File: src/rtl/copper_pkg.sv
// ~~~~~~~~~~~~~~~~~~~~~~~~~~~~~~
// copper shared definitions
// raster sizes, widths, op codes
// instruction formats and bus structs
// ~~~~~~~~~~~~~~~~~~~~~~~~~~~~~~
`default_nettype none

package copper_pkg;

    // tiny raster for short simulations
    localparam int raster_w = 20;
    localparam int raster_h = 12;

    localparam int prog_depth   = 2048;
    localparam int host_credits = 2;
    localparam int host_ptr_w   = $clog2(host_credits);
    localparam int reg_count    = 32;

    typedef logic [10:0] raster_x_t;
    typedef logic [9:0]  raster_y_t;
    typedef logic [10:0] prog_addr_t;
    typedef logic [15:0] word_t;
    typedef logic [4:0]  reg_addr_t;

    typedef enum logic [1:0] {
        op_set_target       = 2'd0,
        op_write_compressed = 2'd1,
        op_write_reg        = 2'd2,
        op_jump             = 2'd3
    } op_t;

    // oo-wsvvv vvvvvvvv
    typedef struct packed {
        op_t         op;
        logic        spare;
        logic        wait_en;
        logic        select_y;
        logic [10:0] value;
    } target_fmt_t;

    // ooiiynnn nn-rrrrr
    typedef struct packed {
        op_t       op;
        logic [1:0] inc_mode;
        logic       auto_wait;
        logic [4:0] batch_count;
        logic       spare;
        reg_addr_t  target_reg;
    } write_fmt_t;

    // oo--yddd ddrrrrrr
    typedef struct packed {
        op_t        op;
        logic [1:0] spare;
        logic       auto_inc_y;
        logic [4:0] data;
        logic [5:0] target_reg;
    } compressed_fmt_t;

    // oo---ttt tttttttt
    typedef struct packed {
        op_t        op;
        logic [2:0] spare;
        prog_addr_t target;
    } jump_fmt_t;

    typedef union packed {
        target_fmt_t     tgt;
        write_fmt_t      wr;
        compressed_fmt_t cmp;
        jump_fmt_t       jmp;
        word_t           raw;
    } copper_insn_u;

    typedef struct packed {
        logic       en;
        prog_addr_t addr;
        word_t      data;
    } host_wr_t;

    typedef struct packed {
        logic      en;
        reg_addr_t addr;
        word_t     data;
    } reg_wr_t;

endpackage

`default_nettype wire

File: src/rtl/vdp_reg_file.sv
// ~~~~~~~~~~~~~~~~~~~~~~~~~~~~~~
// display register file
// copper write port, host read port
// ~~~~~~~~~~~~~~~~~~~~~~~~~~~~~~
`timescale 1ns/1ps
`default_nettype none

module vdp_reg_file import copper_pkg::*; (
    input  wire       clk,
    input  wire       rst_n,
    input  reg_wr_t   reg_wr,
    input  reg_addr_t reg_rd_addr,
    output word_t     reg_rd_data
);

    word_t regs [reg_count];

    always_ff @(posedge clk) begin
        if (!rst_n) begin
            for (int i = 0; i < reg_count; i++) begin
                regs[i] <= '0;
            end
        end else if (reg_wr.en) begin
            regs[reg_wr.addr] <= reg_wr.data;
        end
    end

    // registered host read
    always_ff @(posedge clk) begin
        reg_rd_data <= regs[reg_rd_addr];
    end

endmodule

`default_nettype wire

File: config.mk
export PLATFORM = sky130hd
export DESIGN_NAME = vdp_reg_file
export DESIGN_NICKNAME = d
export VERILOG_FILES = /design/src/rtl/copper_pkg.sv /design/src/rtl/vdp_reg_file.sv
export SDC_FILE = /design/constraint.sdc
export NUM_CORES = 1
export LEC_CHECK = 0
export BUFFER_PORTS_ARGS = -buffer_cell sky130_fd_sc_hd__buf_2
export CAP_MARGIN = 40
export CORE_MARGIN = 1
export CORE_UTILIZATION = 50
export DETAILED_ROUTE_END_ITERATION = 6
export PLACE_DENSITY = 0.76
export SETUP_SLACK_MARGIN = 0.02
export SYNTH_ARGS = -nofsm -noshare
export SYNTH_HDL_FRONTEND = slang
export SYNTH_SLANG_ARGS = --single-unit
File: constraint.sdc
create_clock -name clk -period 3.2 [get_ports clk]
set_clock_uncertainty 0.2 [all_clocks]
set_input_delay 0.64 -clock clk [delete_from_list [all_inputs] [get_ports clk]]
set_output_delay 0.64 -clock clk [all_outputs]
set_load 0.005 [all_outputs]
# Word-level counts from Yosys, hierarchy flattened
# Memories as Yosys holds them, arrays and structs flattened. A register that Yosys moved wholly into a read port is not among the register bits.
# Index checks and enable logic that the tools add are counted.
# totals
in_bits	29
n_memories	1
reg_bits	0
ram_bits	512
wordCells	9
# op_classes
n_mux	7
n_reduce_logical	1
# memory_table
memory	words	word_bits	read_ports	rd_ports_with_merged_regs	write_ports	line	text
regs	32	16	1	1	32	vdp_reg_file.sv:16	word_t regs [reg_count];
# ops
op	count
2-to-1 mux 16 bit	1
OR reduction 16 bit	1
2-to-1 mux 1 bit	5
2-to-1 mux 5 bit	1

# Depth between registers and ports, before layout
# depth
ltp_word	5
depth_mapped	8

# Worst setup path after synthesis
# OpenSTA, ideal clock, no wires.
# synth_path
path_kind	input to register
start	input reg_wr[17] (netlist name)
end	memory regs[24][0] (netlist name), enable pin
t_required_ps	2589
setup_time_ps	411
path_buffers	2
cell_stages	4
t_arrival_ps	2558
slack_ps	31
path_cell_list	or3_1 > buf_2 > buf_2 > o21ai_0
# synth_rtl
element	line	text
from (decl)	vdp_reg_file.sv:11	input reg_wr_t reg_wr,
to (decl)	vdp_reg_file.sv:16	

==> flow_metrics.env <==
export IMPL_gp_congestion=0.909
export IMPL_cts_setup_buffers=0
export IMPL_ctsLongestPathBuffers=3
export IMPL_dr_pass1_iters=5
export IMPL_yosysWarnings=0
export IMPL_drv_slew=0
export IMPL_pre_cts_slack_ns=0.305
export IMPL_cts_hold_buf=0
export IMPL_core_region_area_sq_mm=0.0476
export IMPL_tightestPinTransition_ns=0.904
export IMPL_clk_latency_ns=0.61
export IMPL_grt_use_total_pct=24.9
export IMPL_area_delta_synth_final_pct=12.1
export IMPL_outcome="completed"
export IMPL_io_buffer_count=44
export IMPL_synth_seq_area_share_pct=65.2
export IMPL_diodes=0
export IMPL_fill_cells=3753
export IMPL_synth_seq_cells=528
export IMPL_cts_htree_levels=2
export IMPL_fin_ws_ns=0.833
export IMPL_overflow=0
export IMPL_cp_end_kind="flip-flop"
export IMPL_critPathKind="input port to flip-flop"
export IMPL_hold_slack_ns=0.387
export IMPL_grt_antenna_before_repair=0
export IMPL_cts_tree="yes"
export IMPL_hp_class="input port to flip-flop"
export IMPL_worstPathCellList="buf_8 -> buf_12 -> buf_12 -> buf_4 -> mux2i_1 -> a22o_1 -> nor3_1 -> a31oi_1 -> nand3_1"
export IMPL_critPathRequiredTime_ns=3.43
export IMPL_peakVddDrop_v=0.000422
export IMPL_numCtsBuffers=52
export IMPL_path_common_cell="buf_12"
export IMPL_crit_arrival_ns=2.60
export IMPL_cts_root_buffer="clkbuf_16"
export IMPL_wl_um=60600
export IMPL_clkTransAtPathRegs_ns=0.06
export IMPL_synth_cell_types=29
export IMPL_final_net_count=1848
export IMPL_synth_simple_gate_area_share_pct=16.5
export IMPL_synth_mux_area_share_pct=10.7
export IMPL_post_cts_resized=0
export IMPL_num_rows=80
export IMPL_floorplan_initialDensity_pct=50.5
export IMPL_synth_top_family_by_area="simple AND/OR/NAND/NOR gates"
export IMPL_cts_sinks=528
export IMPL_wl_per_cell_um=24.5
export IMPL_drv_cap=0
export IMPL_slew_headroom_pct=39.5
export IMPL_period_minus_slack_ns=2.37
export IMPL_remaining_drc_errors=0
export IMPL_setup_tns_ns=0
export IMPL_postRouteAntennaNets=0
export IMPL_synthAdderAreaFrac_pct=0
export IMPL_die_x_um=221
export IMPL_timing_fmax_ghz=0.422
export IMPL_syn_area_per_cell_sq_um=13.5
export IMPL_grt_pass1_wl_um=89900
export IMPL_final_core_util_pct=56.6
export IMPL_netlist_instances=1779
export IMPL_die_h_um=221
export IMPL_powerDensity_mw_per_mm2=567
export IMPL_grt_pass1_vias=14600
export IMPL_ioPinCount=45
export IMPL_fin_area_sq_mm=0.0270
export IMPL_multiInputGateArea_sq_mm=0.00774
export IMPL_drt_iter0_drc=1295
export IMPL_finalSetupViolCount=0
export IMPL_finalHoldViolations=0
export IMPL_layout_drive_gt1_share_pct=12.4
export IMPL_synthXorXnorAreaFrac_pct=0
export IMPL_synth_nets=1808
export IMPL_crit_path_max_fanout=27
export IMPL_finalCritPeriodShare_pct=74.0
export IMPL_cp_slowest_cell="a31oi_1"
export IMPL_place_area_sq_mm=0.0253
export IMPL_post_drt_via_cell_ratio=5.83
export IMPL_dp_hpwl_um=38000
export IMPL_worstSetupStartpointType="input port"
export IMPL_dr_total_vias=14400
export IMPL_synth_compound_area_share_pct=4.91
export IMPL_grt_max_degree=65
export IMPL_die_area_sq_mm=0.0490
export IMPL_critPathMaxStageDelay_ns=0.34
export IMPL_syn_area_sq_mm=0.0241
export IMPL_rsz0062_at_grt="false"
export IMPL_power_leakage_nw=10.1
export IMPL_regArea_sq_mm=0.0157
[Yosys cell counts]
| library cell | n | area share (%) |
|---|---|---|
| a22o_1 | 32 | 1.2 |
| or3_1 | 2 | 0.052 |
| a22oi_1 | 64 | 2.0 |
| nor2_2 | 6 | 0.16 |
| nor2_4 | 5 | 0.23 |
| nor3_1 | 16 | 0.33 |
| nand3b_1 | 3 | 0.094 |
| buf_2 | 40 | 0.83 |
| nand3_1 | 33 | 0.69 |
| and2_1 | 513 | 13 |
| nand4b_1 | 1 | 0.036 |
| nor2b_1 | 2 | 0.052 |
| nand2_1 | 35 | 0.55 |
| nor2_1 | 24 | 0.37 |
| a31oi_1 | 16 | 0.42 |
| nand2b_1 | 2 | 0.052 |
| dfxtp_1 | 16 | 1.3 |
| or3b_2 | 1 | 0.036 |
| buf_4 | 2 | 0.062 |
| buf_1 | 3 | 0.047 |
| mux2i_1 | 256 | 11 |
| a21oi_1 | 32 | 0.67 |
| o21ai_0 | 32 | 0.67 |
| nand4_1 | 17 | 0.44 |
| clkbuf_2 | 3 | 0.062 |
| or2_2 | 1 | 0.026 |
| edfxtp_1 | 512 | 64 |
| clkbuf_1 | 109 | 1.7 |
| or3b_1 | 1 | 0.036 |
[worst max-delay path: cells and delay by family]
kind,cells,cell delay [ns]
buffers and inverters,4,0.89
AO/OA/AOI/OAI,2,0.51
AND/OR/NAND/NOR,2,0.27
multiplexers,1,0.25
[final timing paths]
check                                  from                endpoint  slack, ns  cells after the start
hold / removal               reg_rd_addr[3]  reg_rd_data[1]$_DFF_P_       0.39                      4
hold reg to reg   regs[11][2]$_SDFFCE_PN0P_  reg_rd_data[2]$_DFF_P_       0.43                      4
setup reg to reg   regs[5][3]$_SDFFCE_PN0P_  reg_rd_data[3]$_DFF_P_       1.31                      5
setup / recovery             reg_rd_addr[1]  reg_rd_data[3]$_DFF_P_       0.83                      9
[kinds of logic after synthesis]
group	after synthesis
and+or+nand+nor	662
DFF	528
muxes	256
AOI/OAI and AO/OA	176
buffers and inverters	157
[placed cells by master, fill, tap and decap left out]
master	netlist	layout
and2_1	513	512
edfxtp_1	512	512
mux2i_1	256	256
buf_4	2	88
a22oi_1	64	64
clkbuf_16	0	54
buf_2	40	43
nand2_1	35	35
nand3_1	33	33
a22o_1	32	32
a21oi_1	32	32
o21ai_1	0	32
nor2_1	24	23
nand4_1	17	17
nor3_1	16	16
a31oi_1	16	16
dfxtp_1	16	16
clkinv_1	0	13
buf_12	0	11
clkbuf_1	109	10
clkinv_2	0	7
nor2_2	6	6
nor2_4	5	6
bufinv_16	0	4
nand3b_1	3	3
clkbuf_8	0	3
or3_1	2	2
nor2b_4	0	2
nand2b_1	2	2
inv_6	0	2
or3b_2	1	1
nand4b_1	1	1
or3b_1	1	1
and2_2	0	1
or2_2	1	1
buf_8	0	1
[power by group]
part,internal [mW],switching (mW)
sequential,7.96,0.114
clock,3.45,2.58
combinational,0.396,0.793
[layer usage]
layer / share of wire, % / track usage, % / vias to the layer above / routed length (um)
li1: - / - / 6490 / -
met1: 40 / 32.2 / 7200 / 24100
met2: 49 / 41.4 / 579 / 29800
met3: 6.9 / 4.37 / 143 / 4210
met4: 4.2 / 10.4 / 0 / 2550
met5: 0 / 0 / - / 0
[through the flow]
step / power, mW / cells
2_1_floorplan: 8.86 / 1779
3_3_place_gp: 9.35 / 2364
3_5_place_dp: 9.40 / 2377
4_1_cts: 15.3 / 2470
5_1_grt: 15.7 / 2473
6_report: 15.3 / 2473
[final cells by class]
type | instances | share of cell area [%]
well taps | 615 | 2.85
clock buffers | 67 | 5.30
multi-input cells | 1094 | 28.7
flip-flops and latches | 528 | 58.2
clock inverters | 26 | 0.821
repair buffers | 143 | 4.12
[flip-flops by register name (all words and copies together), names as in the netlist]
| register | cells |
|---|---|
| regs | 512 |
| reg_rd_data | 16 |
No activity file was read; power rests on OpenSTA's default activity.
