--- src/rtl/copper_pkg.sv ---
// ~~~~~~~~~~~~~~~~~~~~~~~~~~~~~~
// copper shared definitions
// raster sizes, widths, op codes
// instruction formats and bus structs
// ~~~~~~~~~~~~~~~~~~~~~~~~~~~~~~
`default_nettype none

package copper_pkg;

    // tiny raster for short simulations
    localparam int raster_w = 20;
    localparam int raster_h = 12;

    localparam int prog_depth   = 2048;
    localparam int host_credits = 2;
    localparam int host_ptr_w   = $clog2(host_credits);
    localparam int reg_count    = 32;

    typedef logic [10:0] raster_x_t;
    typedef logic [9:0]  raster_y_t;
    typedef logic [10:0] prog_addr_t;
    typedef logic [15:0] word_t;
    typedef logic [4:0]  reg_addr_t;

    typedef enum logic [1:0] {
        op_set_target       = 2'd0,
        op_write_compressed = 2'd1,
        op_write_reg        = 2'd2,
        op_jump             = 2'd3
    } op_t;

    // oo-wsvvv vvvvvvvv
    typedef struct packed {
        op_t         op;
        logic        spare;
        logic        wait_en;
        logic        select_y;
        logic [10:0] value;
    } target_fmt_t;

    // ooiiynnn nn-rrrrr
    typedef struct packed {
        op_t       op;
        logic [1:0] inc_mode;
        logic       auto_wait;
        logic [4:0] batch_count;
        logic       spare;
        reg_addr_t  target_reg;
    } write_fmt_t;

    // oo--yddd ddrrrrrr
    typedef struct packed {
        op_t        op;
        logic [1:0] spare;
        logic       auto_inc_y;
        logic [4:0] data;
        logic [5:0] target_reg;
    } compressed_fmt_t;

    // oo---ttt tttttttt
    typedef struct packed {
        op_t        op;
        logic [2:0] spare;
        prog_addr_t target;
    } jump_fmt_t;

    typedef union packed {
        target_fmt_t     tgt;
        write_fmt_t      wr;
        compressed_fmt_t cmp;
        jump_fmt_t       jmp;
        word_t           raw;
    } copper_insn_u;

    typedef struct packed {
        logic       en;
        prog_addr_t addr;
        word_t      data;
    } host_wr_t;

    typedef struct packed {
        logic      en;
        reg_addr_t addr;
        word_t     data;
    } reg_wr_t;

endpackage

`default_nettype wire

--- src/rtl/raster_timer.sv ---
// ~~~~~~~~~~~~~~~~~~~~~~~~~~~~~~
// raster position counters
// ~~~~~~~~~~~~~~~~~~~~~~~~~~~~~~
`timescale 1ns/1ps
`default_nettype none

module raster_timer import copper_pkg::*; (
    input  wire       clk,
    input  wire       rst_n,
    output raster_x_t raster_x,
    output raster_y_t raster_y
);

    logic x_wrap;
    logic y_wrap;

    assign x_wrap = (raster_x == raster_x_t'(raster_w - 1));
    assign y_wrap = (raster_y == raster_y_t'(raster_h - 1));

    always_ff @(posedge clk) begin
        if (!rst_n) begin
            raster_x <= '0;
            raster_y <= '0;
        end else begin
            raster_x <= x_wrap ? '0 : raster_x + 1'b1;
            // line advances on pixel wrap
            if (x_wrap) begin
                raster_y <= y_wrap ? '0 : raster_y + 1'b1;
            end
        end
    end

endmodule

`default_nettype wire

--- config.mk ---
export PLATFORM = sky130hd
export DESIGN_NAME = raster_timer
export DESIGN_NICKNAME = d
export VERILOG_FILES = /design/src/rtl/copper_pkg.sv /design/src/rtl/raster_timer.sv
export SDC_FILE = /design/constraint.sdc
export NUM_CORES = 1
export LEC_CHECK = 0
export BUFFER_PORTS_ARGS = -buffer_cell sky130_fd_sc_hd__clkbuf_2
export CORE_MARGIN = 2
export CORE_UTILIZATION = 30
export CTS_BUF_LIST = sky130_fd_sc_hd__clkbuf_8
export CTS_CLUSTER_SIZE = 24
export DETAILED_ROUTE_END_ITERATION = 8
export HOLD_SLACK_MARGIN = 0.06
export PLACE_DENSITY = 0.5
export SYNTH_ARGS = -nofsm -noshare
export SYNTH_HDL_FRONTEND = slang
export SYNTH_SLANG_ARGS = --single-unit
--- constraint.sdc ---
create_clock -name clk -period 2.1 [get_ports clk]
set_input_delay 0.42 -clock clk [delete_from_list [all_inputs] [get_ports clk]]
set_output_delay 0.42 -clock clk [all_outputs]
set_load 0.03 [all_outputs]
; Yosys cells after proc, flatten, opt, wreduce, memory -nomap -nowiden
; Cells that the tools add are included.
[op_classes]
muxes = 1
add_sub_neg = 2
n_eq_ne = 2
n_reduce_logical = 1
bitwise = 1
[op_table]
columns = op, count
row1 = "11-bit by 1-bit adder with 11-bit output, second input constant", 1
row2 = "11-bit by 5-bit == test with 1-bit output, second input constant", 1
row3 = "10-bit by 1-bit adder with 10-bit output, second input constant", 1
row4 = "10-bit by 4-bit == test with 1-bit output, second input constant", 1
row5 = 10-bit two-way mux, 1
row6 = 2-bit OR reduction, 1
row7 = 1-bit NOT, 1
[totals]
out_inout_bits = 21
in_bits = 2
ff_bits = 21
wordCells = 9

; Logic depth before layout (Yosys ltp)
; Gate-level depths: netlist of run 1.
[logic_depth]
ltp_word = 2
mapped_depth = 5
mapped_depth_nobuf = 5

; Worst setup path after synthesis of run 1
; Ideal clock, no wire load.
[synth_path]
path_kind = register to register
start = reg raster_x[0]
end = reg raster_y[8]
slack_ns = 0.084
stages_incl_launch_ff = 6
t_arrival_ns = 1.948
synth_period_minus_slack_ns = 2.016
setup_ns = 0.069
cell_sequence = dfxtp_1 -> ha_1 -> nor2b_1 -> nand3_2 -> or4_4 -> a21oi_2
[synth_via]
elab_chain_cells = 1
[synth_rtl]
columns = element, line
row1 = "start, declared", raster_timer.sv:10  ; output raster_x_t raster_x,
row2 = "start signal, assigned", raster_timer.sv:25  ; raster_x <= x_wrap ? '0 : raster_x + 1'b1;
row3 = 11-bit by 5-bit == test with 1-bit output, raster_timer.sv:17  ; assign x_wrap = (raster_x == raster_x_t'(raster_w - 1));
row4 = "end signal, assigned", raster_timer.sv:28  ; raster_y <= y_wrap ? '0 : raster_y + 1'b1;
row5 = "end, declared", raster_timer.sv:11  ; output raster_y_t raster_y
; No other way between the ends.
; A chain may end at the register's enable or synchronous reset.

; Final worst setup path of run 1
[layout_path]
start = reg raster_x[0]
end = reg raster_y[9]
; Same word-level chain as after synthesis.

==> results of run 1 <==
## metal layers
metal / global-route usage (%) / vias to the layer above / wire (um) / part of all wire (%)
met1: 18.6 / 409 / 1170 / 53
li1: - / 442 / - / -
met3: 2.52 / 2 / 93 / 4.2
met4: 4.56 / 0 / 15 / 0.68
met5: 0 / - / 0 / 0
met2: 18.1 / 12 / 923 / 42
## layout make-up
class	count	area, um^2	share of cell area (%)
clock inverter	1	5.00	0.416
tap	44	55.1	4.58
multi-input combinational	85	552	45.9
inverter	1	3.75	0.312
sequential	21	420	35.0
timing repair buffer	24	125	10.4
clock buffer	3	41.3	3.43
## cell families after synthesis
group / Yosys count / synth area share [%]
flops: 21 / 42.6
mux: 2 / 2.03
compound gates: 12 / 6.72
xor+xnor: 12 / 10.6
fa+ha+maj: 2 / 2.53
buf+inv: 2 / 1.52
simple gates: 57 / 34.0
## Yosys cell counts, drive strengths merged
cell,n
dfxtp,21
nor2,16
nand3,9
nand2,8
xor2,8
nand4,6
o21ai,6
a21oi,5
or3,4
xnor2,4
nor3,3
and3,2
and4,2
ha,2
mux2i,2
nor4,2
buf,1
inv,1
nand4b,1
nor2b,1
nor3b,1
nor4b,1
o31ai,1
or4,1
## flip-flops by register name, indices dropped and copies added (netlist names)
register  count
raster_x     11
raster_y     10
## layout by cell type (no fill, tap or decap), types with 4 or more instances in the layout
cell | Yosys | final
sky130_fd_sc_hd__xnor2_1 | 4 | 4
sky130_fd_sc_hd__a21oi_1 | 4 | 4
sky130_fd_sc_hd__nor2_1 | 16 | 16
sky130_fd_sc_hd__nand4_1 | 6 | 6
sky130_fd_sc_hd__nand2_1 | 8 | 8
sky130_fd_sc_hd__o21ai_0 | 5 | 5
sky130_fd_sc_hd__dfxtp_1 | 21 | 21
sky130_fd_sc_hd__clkbuf_2 | 0 | 22
sky130_fd_sc_hd__xor2_1 | 8 | 8
sky130_fd_sc_hd__nand3_1 | 8 | 8
sky130_fd_sc_hd__or3_1 | 4 | 4
## power breakdown
group | switching, uW | internal [uW]
Clock | 131 | 132
Combinational | 27.5 | 14.6
Sequential | 8.53 | 403
## worst reg2reg max path, cell delays in order, from the launching register on
cell and delay [ns]:
sky130_fd_sc_hd__dfxtp_1 0.42, sky130_fd_sc_hd__ha_1 0.20, sky130_fd_sc_hd__nor2b_1 0.29, sky130_fd_sc_hd__nand4_1 0.33
sky130_fd_sc_hd__or3_1 0.43, sky130_fd_sc_hd__a21oi_1 0.15
## through the flow
stage / std cells / instance area [um^2] / setup WS (ns)
5_1_grt: 179 / 1200 / 0.0471
3_5_place_dp: 175 / 1160 / 0.253
4_1_cts: 179 / 1200 / 0.205
2_1_floorplan: 108 / 987 / 0.0837
6_report: 179 / 1200 / 0.209
3_3_place_gp: 175 / 1160 / 0.325
## final timing paths
path,to,start,slack (ns),cells past startpoint
max,raster_y[9],raster_x[0],0.21,5
min,raster_y[6],rst_n,0.46,3
max reg2reg,raster_y[9],raster_x[0],0.21,5
min reg2reg,raster_x[0],raster_x[0],0.50,1
==> impl_metrics.ini, run 1 <==
[clock_network]
tritoncts.num_buffers = 3
tritoncts_clock_tree = yes
cts.hold.buffers_added = 0
numClockSinks = 21
clockBufferDepth = 2
cts-htree-levels = 1
cts_resized = 0
clkTransAtPathRegs_ns = 0.08
postCtsSetupRepairBufs = 0
clock-root-buffer = sky130_fd_sc_hd__clkbuf_8
insertion_delay_to_the_later_sink_of_the_worst_skew_pair_ns = 0.25

[setup_path]
critical_path_arrival_ns = 2.08
timing.critical_path.cells = ha_1, nor2b_1, nand4_1, or3_1, a21oi_1
critical-path-slowest-cell = sky130_fd_sc_hd__or3_1
worst-endpoint-required_ns = 2.29
timing_worst_setup_path_type = flip-flop to flip-flop
path_buf_inv = 0
cp-start-kind = flip-flop
cp_slowest_stage_delay_ns = 0.43
timing.critical_path.fanout_max = 7
worst_path_dominant_cell_family = simple AND/OR/NAND/NOR gates
crit_path_end_kind = flip-flop

[timing]
hold-worst-slack_ns = 0.458
setup_tns_ns = 0
fraction_of_the_cycle_the_final_worst_path_needs_pct = 90.1
highest_clock_frequency_the_design_can_meet_mhz = 529
hold_viol = 0
slew_headroom_pct = 75.7
pins_over_their_slew_limit = 0
report.final.setup_viol = 0
layout_min_cycle_time_ns = 1.89
rsz0062_at_grt = false
finClkSkew_ns = 0.00384
worst_pin_slew_ns = 0.364

[synthesis]
avgSynthCellArea_um2 = 9.14
synth_area_leader_cell = sky130_fd_sc_hd__dfxtp_1
yosys_warns = 0
synth_sequential_area_ratio_pct = 42.6
synth.ff_latch_count = 21
top_cell_type_s_share_of_synthesized_area_pct = 42.6
gate_count_post_synth = 108
synth.lib_cells_used.distinct = 30
synth_area_leaders = sky130_fd_sc_hd__dfxtp_1 43%, sky130_fd_sc_hd__xor2_1 7.1%, sky130_fd_sc_hd__nor2_1 6.1%
mappedNetlistArea_um2 = 987
synthesis.nets = 112

[detailed_routing]
routedWlPerCell_um = 12.3
detail_route.vias_per_cell = 4.83
ant_nets = 0
post-route-drc-count = 0
finalWirelength_um = 2200
detailedRoute.firstPassIterationCount = 4
dr_total_vias = 865
drt-initial-drc-count = 39

[die]
initial_core_util_pct = 31.8
design.portCount = 23
floorplan.core_area_um2 = 3100
die_area_um2 = 3770
std_cell_rows = 20
die-height_um = 61.4
die-width_um = 61.4

[power]
peakVddDrop_uv = 222
power.leakage_uw = 0.000468
report.power.total_uw = 716
p_per_area_nw_per_um2 = 596

[final_layout]
areaGrowthSynthToFinish_pct = 21.8
insertedDiodeCount = 0
num-nets-final = 140
fin_util_pct = 38.8
share_of_cells_above_drive_strength_1_pct = 25.9
n_fill_cell = 348

[global_routing]
first_global_vias = 745
antenna_violations_before_repair = 0
grt_remaining_overflow = 0
track_usage_pct = 12.6
grt_first_pass_wirelength_um = 3530
grt_start_max_net_pins = 13

[placed_design]
post-dp-hpwl_um = 1630
gpl.final_weighted_congestion = 0.736
place.port_buffers = 22

[worst_hold_path]
min_path_type = primary input to flip-flop

[run_status]
run_status = finished clean

[run]
maxCapViolations = 0
Power figures use the tool's default switching activity.
==> run 2, diff against run 1 <==
--- a/config.mk
+++ b/config.mk
@@ -9,10 +9,10 @@
 export CORE_MARGIN = 2
 export CORE_UTILIZATION = 30
 export CTS_BUF_LIST = sky130_fd_sc_hd__clkbuf_8
-export CTS_CLUSTER_SIZE = 24
 export DETAILED_ROUTE_END_ITERATION = 8
 export HOLD_SLACK_MARGIN = 0.06
-export PLACE_DENSITY = 0.5
+export PLACE_DENSITY = 0.49
+export SETUP_SLACK_MARGIN = 0.5
 export SYNTH_ARGS = -nofsm -noshare
 export SYNTH_HDL_FRONTEND = slang
 export SYNTH_SLANG_ARGS = --single-unit
==> impl_metrics.ini, run 2 (same netlist as run 1, synthesis figures left out) <==
[run_status]
run_status = finished clean

[clock_network]
numClockSinks = 21
clockBufferDepth = 2
tritoncts.num_buffers = 3
insertion_delay_to_the_later_sink_of_the_worst_skew_pair_ns = 0.25
clkTransAtPathRegs_ns = 0.08
tritoncts_clock_tree = yes
cts-htree-levels = 1
clock-root-buffer = sky130_fd_sc_hd__clkbuf_8

[setup_path]
worst-endpoint-required_ns = 2.30
cp-start-kind = flip-flop
timing_worst_setup_path_type = flip-flop to flip-flop
critical_path_arrival_ns = 1.84
timing.critical_path.fanout_max = 4
crit_path_end_kind = flip-flop
reg2reg_depth = 5

[die]
design.portCount = 23
initial_core_util_pct = 31.8
die-width_um = 61.4
die-height_um = 61.4
floorplan.core_area_um2 = 3100
die_area_um2 = 3770
std_cell_rows = 20

[timing]
hold-worst-slack_ns = 0.462
rsz0062_at_grt = true
finClkSkew_ns = 0.00194
fin_ws_ns = 0.453
layout_min_cycle_time_ns = 1.65
highest_clock_frequency_the_design_can_meet_mhz = 607
slew_headroom_pct = 80.2
report.final.setup_viol = 0
setup_tns_ns = 0
fraction_of_the_cycle_the_final_worst_path_needs_pct = 78.4
pins_over_their_slew_limit = 0
hold_viol = 0
worst_pin_slew_ns = 0.295

[detailed_routing]
dr_total_vias = 921
detailedRoute.firstPassIterationCount = 4
drt-initial-drc-count = 28
ant_nets = 0
finalWirelength_um = 2450
detail_route.vias_per_cell = 4.93
routedWlPerCell_um = 13.1
post-route-drc-count = 0

[final_layout]
share_of_cells_above_drive_strength_1_pct = 42.7
mostFrequentLayoutCells = 22 x sky130_fd_sc_hd__clkbuf_2, 16 x sky130_fd_sc_hd__nor2_1, 10 x sky130_fd_sc_hd__buf_4
registers.top_by_ff_count = raster_x
n_fill_cell = 339
largest_registers = raster_x x11, raster_y x10
finish.instance_area_um2 = 1350
insertedDiodeCount = 0
largest_reg_flops = 11
num-nets-final = 148
most_common_cell_after_layout_fill_and_taps_aside = sky130_fd_sc_hd__clkbuf_2
areaGrowthSynthToFinish_pct = 36.5

[global_routing]
grt_first_pass_wirelength_um = 3800
antenna_violations_before_repair = 0
first_global_vias = 807
grt_remaining_overflow = 0
grt_start_max_net_pins = 12
track_usage_pct = 13.7

[placed_design]
place.port_buffers = 22
dp_worst_setup_slack_ns = 0.440
post-dp-hpwl_um = 1740
gpl.final_weighted_congestion = 0.756
placement.cell_area_um2 = 1200

[power]
p_per_area_nw_per_um2 = 533
report.power.total_uw = 719
peakVddDrop_uv = 239
power.leakage_uw = 0.000532

[worst_hold_path]
min_path_type = primary input to flip-flop
number_of_instances_on_the_worst_hold_path = 3

[run]
maxCapViolations = 0
[run 2: cell types whose count changed in the layout (fill, tap and decap cells not counted), moves of 2 or more]
cell                      change
sky130_fd_sc_hd__dfxtp_2      +5
sky130_fd_sc_hd__a21oi_1      -2
sky130_fd_sc_hd__dfxtp_1     -12
sky130_fd_sc_hd__dfxtp_4      +7
sky130_fd_sc_hd__a21oi_2      +2
sky130_fd_sc_hd__buf_4        +8
[run 2: what timing repair did]
item	in CTS	in global routing
buffers inserted	1	8
resized for setup	1	7
hold buffers	0	0
setup endpoints to repair	6	19
pin swaps	2	10
[run 2: worst paths after layout]
kind / startpoint / to / slack, ns
min: rst_n / raster_y[6] / 0.46
min reg2reg: raster_y[9] / raster_y[9] / 0.53
max reg2reg: raster_x[7] / raster_y[8] / 0.45
max: raster_x[7] / raster_y[8] / 0.45
[run 2: cell type report]
cell class / instances / area, um^2 / share of cell area (%)
Sequential cell: 21 / 453 / 33.6
Multi-Input combinational cell: 85 / 606 / 44.9
Clock inverter: 1 / 3.75 / 0.279
Tap cell: 44 / 55.1 / 4.09
Timing Repair Buffer: 32 / 185 / 13.7
Clock buffer: 3 / 41.3 / 3.06
Inverter: 1 / 3.75 / 0.279
[run 2: per-stage QoR]
stage | instances | utilization [%]
5_1_grt | 187 | 43.4
3_3_place_gp | 174 | 38.6
3_5_place_dp | 174 | 38.6
4_1_cts | 179 | 40.5
6_report | 187 | 43.4
2_1_floorplan | 108 | -
[run 2: critical path, stage by stage (launching register included)]
cell and delay, ns:
sky130_fd_sc_hd__dfxtp_4 0.37, sky130_fd_sc_hd__nor4b_4 0.35, sky130_fd_sc_hd__buf_4 0.19, sky130_fd_sc_hd__nand3_4 0.08, sky130_fd_sc_hd__or4_4 0.48, sky130_fd_sc_hd__a21oi_2 0.11
[run 2: layer usage]
layer | wire, um | vias up | GRT usage (%)
met5 | 0 | - | 0
met4 | 19 | 0 | 4.56
met3 | 88 | 2 | 3.15
met2 | 1160 | 20 | 19.8
met1 | 1180 | 439 | 20.1
li1 | - | 460 | -
[run 2: power breakdown]
group          total (uW)  switching, uW  internal, uW
combinational        53.6           32.3          21.3
sequential            405           8.78           397
clock                 260            130           130
