==> src/rtl/copper_pkg.sv <==
// ~~~~~~~~~~~~~~~~~~~~~~~~~~~~~~
// copper shared definitions
// raster sizes, widths, op codes
// instruction formats and bus structs
// ~~~~~~~~~~~~~~~~~~~~~~~~~~~~~~
`default_nettype none

package copper_pkg;

    // tiny raster for short simulations
    localparam int raster_w = 20;
    localparam int raster_h = 12;

    localparam int prog_depth   = 2048;
    localparam int host_credits = 2;
    localparam int host_ptr_w   = $clog2(host_credits);
    localparam int reg_count    = 32;

    typedef logic [10:0] raster_x_t;
    typedef logic [9:0]  raster_y_t;
    typedef logic [10:0] prog_addr_t;
    typedef logic [15:0] word_t;
    typedef logic [4:0]  reg_addr_t;

    typedef enum logic [1:0] {
        op_set_target       = 2'd0,
        op_write_compressed = 2'd1,
        op_write_reg        = 2'd2,
        op_jump             = 2'd3
    } op_t;

    // oo-wsvvv vvvvvvvv
    typedef struct packed {
        op_t         op;
        logic        spare;
        logic        wait_en;
        logic        select_y;
        logic [10:0] value;
    } target_fmt_t;

    // ooiiynnn nn-rrrrr
    typedef struct packed {
        op_t       op;
        logic [1:0] inc_mode;
        logic       auto_wait;
        logic [4:0] batch_count;
        logic       spare;
        reg_addr_t  target_reg;
    } write_fmt_t;

    // oo--yddd ddrrrrrr
    typedef struct packed {
        op_t        op;
        logic [1:0] spare;
        logic       auto_inc_y;
        logic [4:0] data;
        logic [5:0] target_reg;
    } compressed_fmt_t;

    // oo---ttt tttttttt
    typedef struct packed {
        op_t        op;
        logic [2:0] spare;
        prog_addr_t target;
    } jump_fmt_t;

    typedef union packed {
        target_fmt_t     tgt;
        write_fmt_t      wr;
        compressed_fmt_t cmp;
        jump_fmt_t       jmp;
        word_t           raw;
    } copper_insn_u;

    typedef struct packed {
        logic       en;
        prog_addr_t addr;
        word_t      data;
    } host_wr_t;

    typedef struct packed {
        logic      en;
        reg_addr_t addr;
        word_t     data;
    } reg_wr_t;

endpackage

`default_nettype wire

==> src/rtl/copper.sv <==
// ~~~~~~~~~~~~~~~~~~~~~~~~~~~~~~
// copper sequencer
// op fetch, decode and execute FSM
// raster waits and register writes
// ~~~~~~~~~~~~~~~~~~~~~~~~~~~~~~
`timescale 1ns/1ps
`default_nettype none

module copper import copper_pkg::*; (
    input  wire        clk,
    input  wire        rst_n,
    input  wire        enable,
    input  raster_x_t  raster_x,
    input  raster_y_t  raster_y,
    output logic       read_req,
    output prog_addr_t read_addr,
    input  word_t      read_data,
    output reg_wr_t    reg_wr
);

    typedef enum logic [1:0] {
        st_prefetch,
        st_decode,
        st_data_fetch,
        st_raster_wait
    } state_t;

    state_t       state;
    state_t       state_next;
    prog_addr_t   pc;
    prog_addr_t   pc_next;
    copper_insn_u insn;
    op_t          op;

    raster_x_t target_x;
    raster_y_t target_y;
    raster_y_t next_line;
    logic      target_hit;
    logic      batch_wait;

    // latched write_reg fields
    reg_addr_t  wr_target_reg;
    logic [1:0] wr_inc_mode;
    logic       wr_auto_wait;
    logic [4:0] wr_batches;
    logic [1:0] wr_count;
    logic [1:0] wr_offset;
    logic       batch_done;

    logic      wr_en_q;
    reg_addr_t wr_addr_q;
    word_t     wr_data_q;

    assign insn = read_data;
    // op sits in the same bits of every format
    assign op   = insn.tgt.op;

    assign target_hit = (raster_x == target_x) && (raster_y == target_y);
    assign next_line  = (raster_y == raster_y_t'(raster_h - 1)) ? '0 : raster_y + 1'b1;

    // batch size 1, 2 or 4
    always_comb begin
        case (wr_inc_mode)
            2'd1: begin
                wr_offset  = wr_count & 2'b01;
                batch_done = wr_count[0];
            end
            2'd2: begin
                wr_offset  = wr_count;
                batch_done = (wr_count == 2'b11);
            end
            default: begin
                wr_offset  = 2'b00;
                batch_done = 1'b1;
            end
        endcase
    end

    always_comb begin
        state_next = state;
        pc_next    = pc;
        if (!enable) begin
            state_next = st_prefetch;
            pc_next    = '0;
        end else begin
            case (state)
                st_prefetch: state_next = st_decode;
                st_decode: begin
                    case (op)
                        op_set_target: begin
                            pc_next    = pc + 1'b1;
                            state_next = insn.tgt.wait_en ? st_raster_wait : st_decode;
                        end
                        op_write_reg: begin
                            pc_next    = pc + 1'b1;
                            state_next = st_data_fetch;
                        end
                        op_jump: begin
                            pc_next    = insn.jmp.target;
                            state_next = st_prefetch;
                        end
                        default: pc_next = pc + 1'b1;
                    endcase
                end
                st_data_fetch: begin
                    pc_next = pc + 1'b1;
                    if (batch_done && wr_batches == '0) begin
                        state_next = st_decode;
                    end else if (batch_done && wr_auto_wait) begin
                        state_next = st_raster_wait;
                    end
                end
                default: begin
                    // pc already points at the word to read after the wait
                    if (target_hit) begin
                        state_next = batch_wait ? st_data_fetch : st_decode;
                    end
                end
            endcase
        end
    end

    // only fetch when the next state consumes a word
    assign read_req  = (state_next == st_decode) || (state_next == st_data_fetch);
    assign read_addr = pc_next;

    always_ff @(posedge clk) begin
        if (!rst_n) begin
            state      <= st_prefetch;
            pc         <= '0;
            target_x   <= '0;
            target_y   <= '0;
            batch_wait <= 1'b0;
            wr_batches <= '0;
            wr_count   <= '0;
            wr_en_q    <= 1'b0;
        end else begin
            state   <= state_next;
            pc      <= pc_next;
            wr_en_q <= 1'b0;
            if (!enable) begin
                target_x <= '0;
                target_y <= '0;
            end else if (state == st_decode) begin
                case (op)
                    op_set_target: begin
                        batch_wait <= 1'b0;
                        if (insn.tgt.select_y) begin
                            target_y <= insn.tgt.value[9:0];
                        end else begin
                            target_x <= insn.tgt.value;
                        end
                    end
                    op_write_compressed: begin
                        wr_en_q <= 1'b1;
                        if (insn.cmp.auto_inc_y) begin
                            target_y <= next_line;
                        end
                    end
                    op_write_reg: begin
                        wr_count   <= '0;
                        wr_batches <= insn.wr.batch_count;
                    end
                    default: ;
                endcase
            end else if (state == st_data_fetch) begin
                wr_en_q  <= 1'b1;
                wr_count <= wr_count + 1'b1;
                if (batch_done && wr_batches != '0) begin
                    wr_batches <= wr_batches - 1'b1;
                    if (wr_auto_wait) begin
                        target_y   <= next_line;
                        batch_wait <= 1'b1;
                    end
                end
            end
        end
    end

    always_ff @(posedge clk) begin
        if (state == st_decode && op == op_write_compressed) begin
            wr_addr_q <= insn.cmp.target_reg[4:0];
            wr_data_q <= word_t'(insn.cmp.data);
        end else if (state == st_data_fetch) begin
            wr_addr_q <= wr_target_reg + reg_addr_t'(wr_offset);
            wr_data_q <= read_data;
        end
        if (state == st_decode && op == op_write_reg) begin
            wr_target_reg <= insn.wr.target_reg;
            wr_inc_mode   <= insn.wr.inc_mode;
            wr_auto_wait  <= insn.wr.auto_wait;
        end
    end

    assign reg_wr = '{en: wr_en_q, addr: wr_addr_q, data: wr_data_q};

    // increment mode 3 is reserved
    a_no_inc_mode_3: assert property (@(posedge clk) disable iff (!rst_n)
        (state == st_decode && op == op_write_reg && enable) |=> (wr_inc_mode != 2'd3));

    a_no_write_disabled: assert property (@(posedge clk) disable iff (!rst_n)
        !enable |=> !reg_wr.en);

endmodule

`default_nettype wire

==> config.mk <==
export PLATFORM = sky130hd
export DESIGN_NAME = copper
export DESIGN_NICKNAME = d
export VERILOG_FILES = /design/src/rtl/copper_pkg.sv /design/src/rtl/copper.sv
export SDC_FILE = /design/constraint.sdc
export NUM_CORES = 1
export LEC_CHECK = 0
export BUFFER_PORTS_ARGS = -buffer_cell sky130_fd_sc_hd__buf_4
export CORE_ASPECT_RATIO = 1.5
export CORE_MARGIN = 8
export CORE_UTILIZATION = 25
export CTS_BUF_LIST = sky130_fd_sc_hd__clkbuf_8
export DETAILED_ROUTE_END_ITERATION = 10
export SETUP_SLACK_MARGIN = 0.3
export SYNTH_ARGS = -nofsm -noshare
export SYNTH_HDL_FRONTEND = slang
export SYNTH_SLANG_ARGS = --single-unit
==> constraint.sdc <==
create_clock -name clk -period 2.4 [get_ports clk]
set_clock_uncertainty 0.2 [all_clocks]
set_input_delay 0.6 -clock clk [delete_from_list [all_inputs] [get_ports clk]]
set_output_delay 0.6 -clock clk [all_outputs]
set_load 0.02 [all_outputs]
# Word-level counts from Yosys, hierarchy flattened
# Cells that the tools add are included.
# Widths: inputs -> output; s select.
totals:
  reg_bits: 72
  latch_bits: 0
  ram_bits: 0
  mem_bits_ro: 0
  output_inout_bits: 34
  word_cells: 99
  n_memories: 0
classes:
  add_sub_neg: 5
  multipliers: 0
  div_mod_pow: 0
  n_lt_le_gt_ge: 0
  n_eq_ne: 18
  shift: 0
  n_mux: 40
  bitwise_logic: 1
  reduce_logical: 21
op_table:
  columns: ["cell", "n"]
  rows:
  - ["$mux 10", 7]
  - ["$mux 5", 8]
  - ["$mux 11", 2]
  - ["$pmux 11 s2", 1]
  - ["$pmux 10 s2", 1]
  - ["$mux 2", 9]
  - ["$eq 2x2->1 const B", 6]
  - ["$pmux 2 s3", 2]
  - ["$add 11x1->11 const B", 1]
  - ["$eq 11x11->1", 1]
  - ["$add 10x1->10 const B", 1]
  - ["$eq 10x10->1", 1]
  - ["$eq 10x4->1 const B", 1]
  - ["$eq 2x1->1 const B", 4]
  - ["$mux 1", 8]
  - ["$reduce_bool 2->1", 4]
  - ["$logic_and 1x1->1", 6]
  - ["$ne 3x3->1 const B", 2]
  - ["$reduce_and 3->1", 2]
  - ["$reduce_and 6->1", 1]
  - ["$add 5x2->5", 1]
  - ["$logic_not 5->1", 1]
  - ["$reduce_and 5->1", 1]
  - ["$reduce_bool 5->1", 1]
  - ["11 further kinds", 13]

# Logic depth before layout (Yosys ltp)
depth:
  ltp_word: 9
  ltp_mapped: 10
  ltp_nobuf: 10

# Worst setup path before layout
# Ideal clock, no wire load.
synth_path:
  path_type: "register -> output"
  startpoint: "register state[1]"
  endpoint: "output read_addr[6]"
  t_arrival_ps: 1884
  t_required_ps: 1600
  slack_ps: -284
  path_stages_with_launch: 9
  path_cell_list: "dfxtp_1 -> inv_1 -> ha_1 -> a21boi_4 -> nor2_2 -> buf_6 -> o41ai_2 -> a21oi_1 -> nor2b_1"
synth_between:
  elab_chain_len: 3
synth_lines:
  columns: ["element", "line_no", "rtl"]
  rows:
  - ["start, declared", "copper.sv:28", "state_t state;"]
  - ["start signal, assigned", "copper.sv:129", "state <= st_prefetch;"]
  - ["start signal, assigned", "copper.sv:138", "state <= state_next;"]
  - ["$eq 2x2->1 / $eq 2x1->1 (equally long branches)", "copper.sv:86", "case (state)"]
  - ["$pmux 11 s2 (*)", "copper.sv:86", null]
  - ["$mux 11 (*)", "copper.sv:82", "if (!enable) begin"]
  - ["end, declared", "copper.sv:16", "output prog_addr_t read_addr,"]
# Every way passes the cells marked *; elsewhere a longest branch is shown, timed or not.

# Final worst setup path
layout_path:
  startpoint: "register wr_inc_mode[1]"
  endpoint: "output read_req"
layout_between:
  elab_chain_len: 9
layout_lines:
  columns: ["element", "line_no", "rtl"]
  rows:
  - ["start, declared", "copper.sv:43", "logic [1:0] wr_inc_mode;"]
  - ["start signal, assigned", "copper.sv:190", "wr_inc_mode <= insn.wr.inc_mode;"]
  - ["$eq 2x2->1 / $eq 2x1->1 (equally long branches)", "copper.sv:63", "case (wr_inc_mode)"]
  - ["$pmux 1 s2 (*)", "copper.sv:63", null]
  - ["$logic_and 1x1->1", "copper.sv:109", "end else if (batch_done && wr_auto_wait) begin"]
  - ["$mux 2", "copper.sv:109", null]
  - ["$mux 2 (*)", "copper.sv:107", "if (batch_done && wr_batches == '0) begin"]
  - ["$pmux 2 s3 (*)", "copper.sv:86", null]
  - ["$mux 2 (*)", "copper.sv:82", null]
  - ["$eq 2x1->1 / $eq 2x2->1 (equally long branches)", "copper.sv:124", "assign read_req = (state_next == st_decode) || (state_next == st_data_fetch);"]
  - ["$logic_or 1x1->1 (*)", "copper.sv:124", null]
  - ["end, declared", "copper.sv:15", "output logic read_req,"]
# Marks and branches as above.

==> results.sh <==
export IMPL_reg_largest_list="wr_data_q (16), pc (11), target_x (11)"
export IMPL_pwr_share_seq=0.457
export IMPL_criticalPathCategory="flop to output port"
export IMPL_final_min_clock_period_ns=3.116
export IMPL_finalNonFillerCells=833
export IMPL_yosys_top_cells_area="dfxtp_1 26%, edfxtp_1 13%, nand2_1 6.1%"
export IMPL_viasPerCell=4.830
export IMPL_met1_usage=0.1439
export IMPL_reg2reg_to="target_y[8]"
export IMPL_layout_common_cells="143 x buf_4, 64 x nand2_1, 48 x dfxtp_1"
export IMPL_yosysWarnings=0
export IMPL_crit_path_start_kind="flop"
export IMPL_drv_slew=0
export IMPL_hpwlAfterDp_um=10990
export IMPL_final_common_cell="buf_4"
export IMPL_comb_power_share=0.187
export IMPL_gr_total_overflow=0
export IMPL_fin_ws_ns=-0.7157
export IMPL_met2_usage=0.2440
export IMPL_grt_total_usage=0.1357
export IMPL_portBuffers=73
export IMPL_postLayoutCoreUtil=0.3815
export IMPL_clock_sinks=72
export IMPL_register_area_mm2=0.001639
export IMPL_cp_startpoint="wr_inc_mode[1]"
export IMPL_leakage_nw=2.493
export IMPL_grtUsageMet3=0.02771
export IMPL_cts_root_buf="clkbuf_8"
export IMPL_power_density_mw_per_mm2=463.3
export IMPL_finalHoldWorstSlack_ns=0.2326
export IMPL_multiInputGateArea_mm2=0.002601
export IMPL_numCtsBuffers=9
export IMPL_drive_gt1_frac=0.4067
export IMPL_hold_buffers=0
export IMPL_max_cap_violations=0
export IMPL_ios=74
export IMPL_vias=4023
export IMPL_synth_edf_count=18
export IMPL_wl_per_cell_um=17.20
export IMPL_tightest_slew_ns=0.5524
export IMPL_slowest_delay_ns=0.44
export IMPL_first_pass_iters=5
export IMPL_violations="setup timing"
export IMPL_synth_nets=524
export IMPL_async_flop_share=0
export IMPL_end_kind="output port"
export IMPL_ys_ff_latch=72
export IMPL_rsz0062_at_grt="true"
export IMPL_clock_path_buffers=2
export IMPL_synthesis_area_mm2=0.004094
export IMPL_slew_headroom=0.6313
export IMPL_drc=0
export IMPL_htree_num_levels=3
export IMPL_antenna_cells=0
export IMPL_regMostFlops="wr_data_q"
export IMPL_fillCellCount=1657
export IMPL_cp_endpoint="read_req"
export IMPL_start_util=0.2540
export IMPL_synth_seq_area_share=0.3961
export IMPL_design_die_area_mm2=0.02081
export IMPL_status="complete, but fails checks"
export IMPL_antenna_found_initial=0
export IMPL_largest_reg_flops=16
export IMPL_die_w_um=120.5
export IMPL_arrival_ns=2.32
export IMPL_critPathSlowestCell="edfxtp_1"
export IMPL_syn_to_final_growth_pct=50.21
export IMPL_synth_top_area_frac=0.2641
export IMPL_nNetsFinal=676
export IMPL_grt_pass1_wl_um=22290
export IMPL_path_max_fanout=3
export IMPL_first_global_vias=4193
export IMPL_wirelength_um=14330
export IMPL_finalSetupViolations=15
export IMPL_synth_avg_cell_area_um2=8.710
export IMPL_hold_viol_final=0
export IMPL_cp_cell_sequence="ha_4 -> a221oi_4 -> nand2_1 -> a211o_1 -> a21o_1 -> a22oi_2 -> buf_6"
export IMPL_rows=57
export IMPL_cts_tree="yes"
export IMPL_p_sw_uw=830.1
export IMPL_ir_drop_uv=230.9
export IMPL_clk_pin_slew_ns=0.09
export IMPL_r2r_start="wr_inc_mode[1]"
export IMPL_clock_fmax_mhz=321.0
export IMPL_finalCritPeriodShare=1.298
export IMPL_dieHeight_um=172.7
export IMPL_drtIter0Drc=243
export IMPL_min_path_type="input port to flop"
export IMPL_p_total_mw=2.849
export IMPL_place_congestion=0.8728
export IMPL_ant_nets=0
export IMPL_placed_cells_incl_taps=805
export IMPL_syn_inst=470
export IMPL_reg2reg_slack_ns=-0.05
export IMPL_grt_max_degree=22
export IMPL_clkLatencyLatePin_ns=0.36
export IMPL_switching_share=0.2914
export IMPL_synth_flop_cell="dfxtp_1"
export IMPL_yosysUniqueCellTypes=63
export IMPL_p_int_mw=2.019
export IMPL_core_area_mm2=0.01612
export IMPL_rr_worst_depth=9
export IMPL_required_ns=1.60
export IMPL_yosysTopAreaCell="dfxtp_1"
export IMPL_fin_tns_setup_ns=-5.741
export IMPL_pwr_share_clk=0.356
export IMPL_grt_busiest_layer="met2"
## Yosys cell counts (4+ instances only)
cell type   n
o21ai_0    18
ha_1       13
o41ai_1     4
nand3_1    12
nor2b_1    10
buf_2       9
a211oi_1    9
nand4_1     8
and3_1      5
nand2b_1    7
clkbuf_1   14
or3_1       4
dfxtp_1    54
xnor2_1    26
mux2i_1    14
and2_1      7
nor4_1      4
nand2_1    67
xor2_1      6
nor3_1      6
edfxtp_1   18
nor3b_1     5
a22oi_1    16
a21oi_1    27
nor2_1     40
inv_1      16
## metrics by stage
| stage | setup slack [ns] | area, um2 |
|---|---|---|
| floorplan | -0.1119 | 4288 |
| global placement | -0.4011 | 5593 |
| detailed placement | -0.4083 | 5593 |
| CTS | -0.6922 | 5992 |
| global route | -0.8068 | 6150 |
| finish | -0.7157 | 6150 |
## final cells by class
type / instances / area share
inverters: 17 / 0.01078
well taps: 206 / 0.04191
repair buffers: 168 / 0.2252
flip-flops and latches: 72 / 0.2665
clock inverters: 7 / 0.01241
clock buffers: 9 / 0.02014
multi-input cells: 354 / 0.4230
## critical path: cells and delay by family, from the launching register on
| kind | cells | cell delay [ns] |
|---|---|---|
| flip-flops | 1 | 0.44 |
| AND/OR/NAND/NOR | 1 | 0.11 |
| adder cells (fa/ha/maj) | 1 | 0.20 |
| AO/OA/AOI/OAI | 4 | 1.05 |
| buffers and inverters | 1 | 0.16 |
## cell families after synthesis
kind of cell               Yosys count  synth area share
adders and majority gates           14           0.04462
AOI/OAI and AO/OA                  104            0.1791
muxes                               15           0.03698
buffers and inverters               45           0.04798
and+or+nand+nor                    188            0.2268
xor gates and xnor gates            32           0.06846
DFF                                 72            0.3961
## power groups by stage
stage	combinational, mW	clock (mW)	sequential, mW
after detailed placement	0.492	0	1.33
after global placement	0.486	0	1.33
after floorplan	0.200	0	1.36
final	0.532	1.01	1.30
after CTS	0.516	1.03	1.30
after global routing	0.572	1.09	1.31
## what timing repair did
item / in CTS / in global routing
buffers inserted: 8 / 3
endpoints found under the setup margin: 33 / 39
pin swaps: 24 / 11
resized for setup: 36 / 23
cloned: 1 / 0
## worst min path at each step
stage	depth (start not counted)	startpoint	slack, ns	end
6_report	1	read_data[13]	0.23	wr_inc_mode[1]
3_3_place_gp	2	target_x[2]	0.25	target_x[2]
5_1_grt	1	read_data[13]	0.22	wr_inc_mode[1]
2_1_floorplan	2	target_x[3]	0.25	target_x[3]
4_1_cts	1	read_data[13]	0.22	wr_inc_mode[1]
3_5_place_dp	2	target_x[8]	0.26	target_x[8]
## layer usage
layer | vias to the layer above | wire, um
met5 | - | 0
met3 | 35 | 606
met2 | 97 | 7624
met1 | 1924 | 5504
li1 | 1967 | -
met4 | 0 | 594
(Power assumes the default switching activity.)
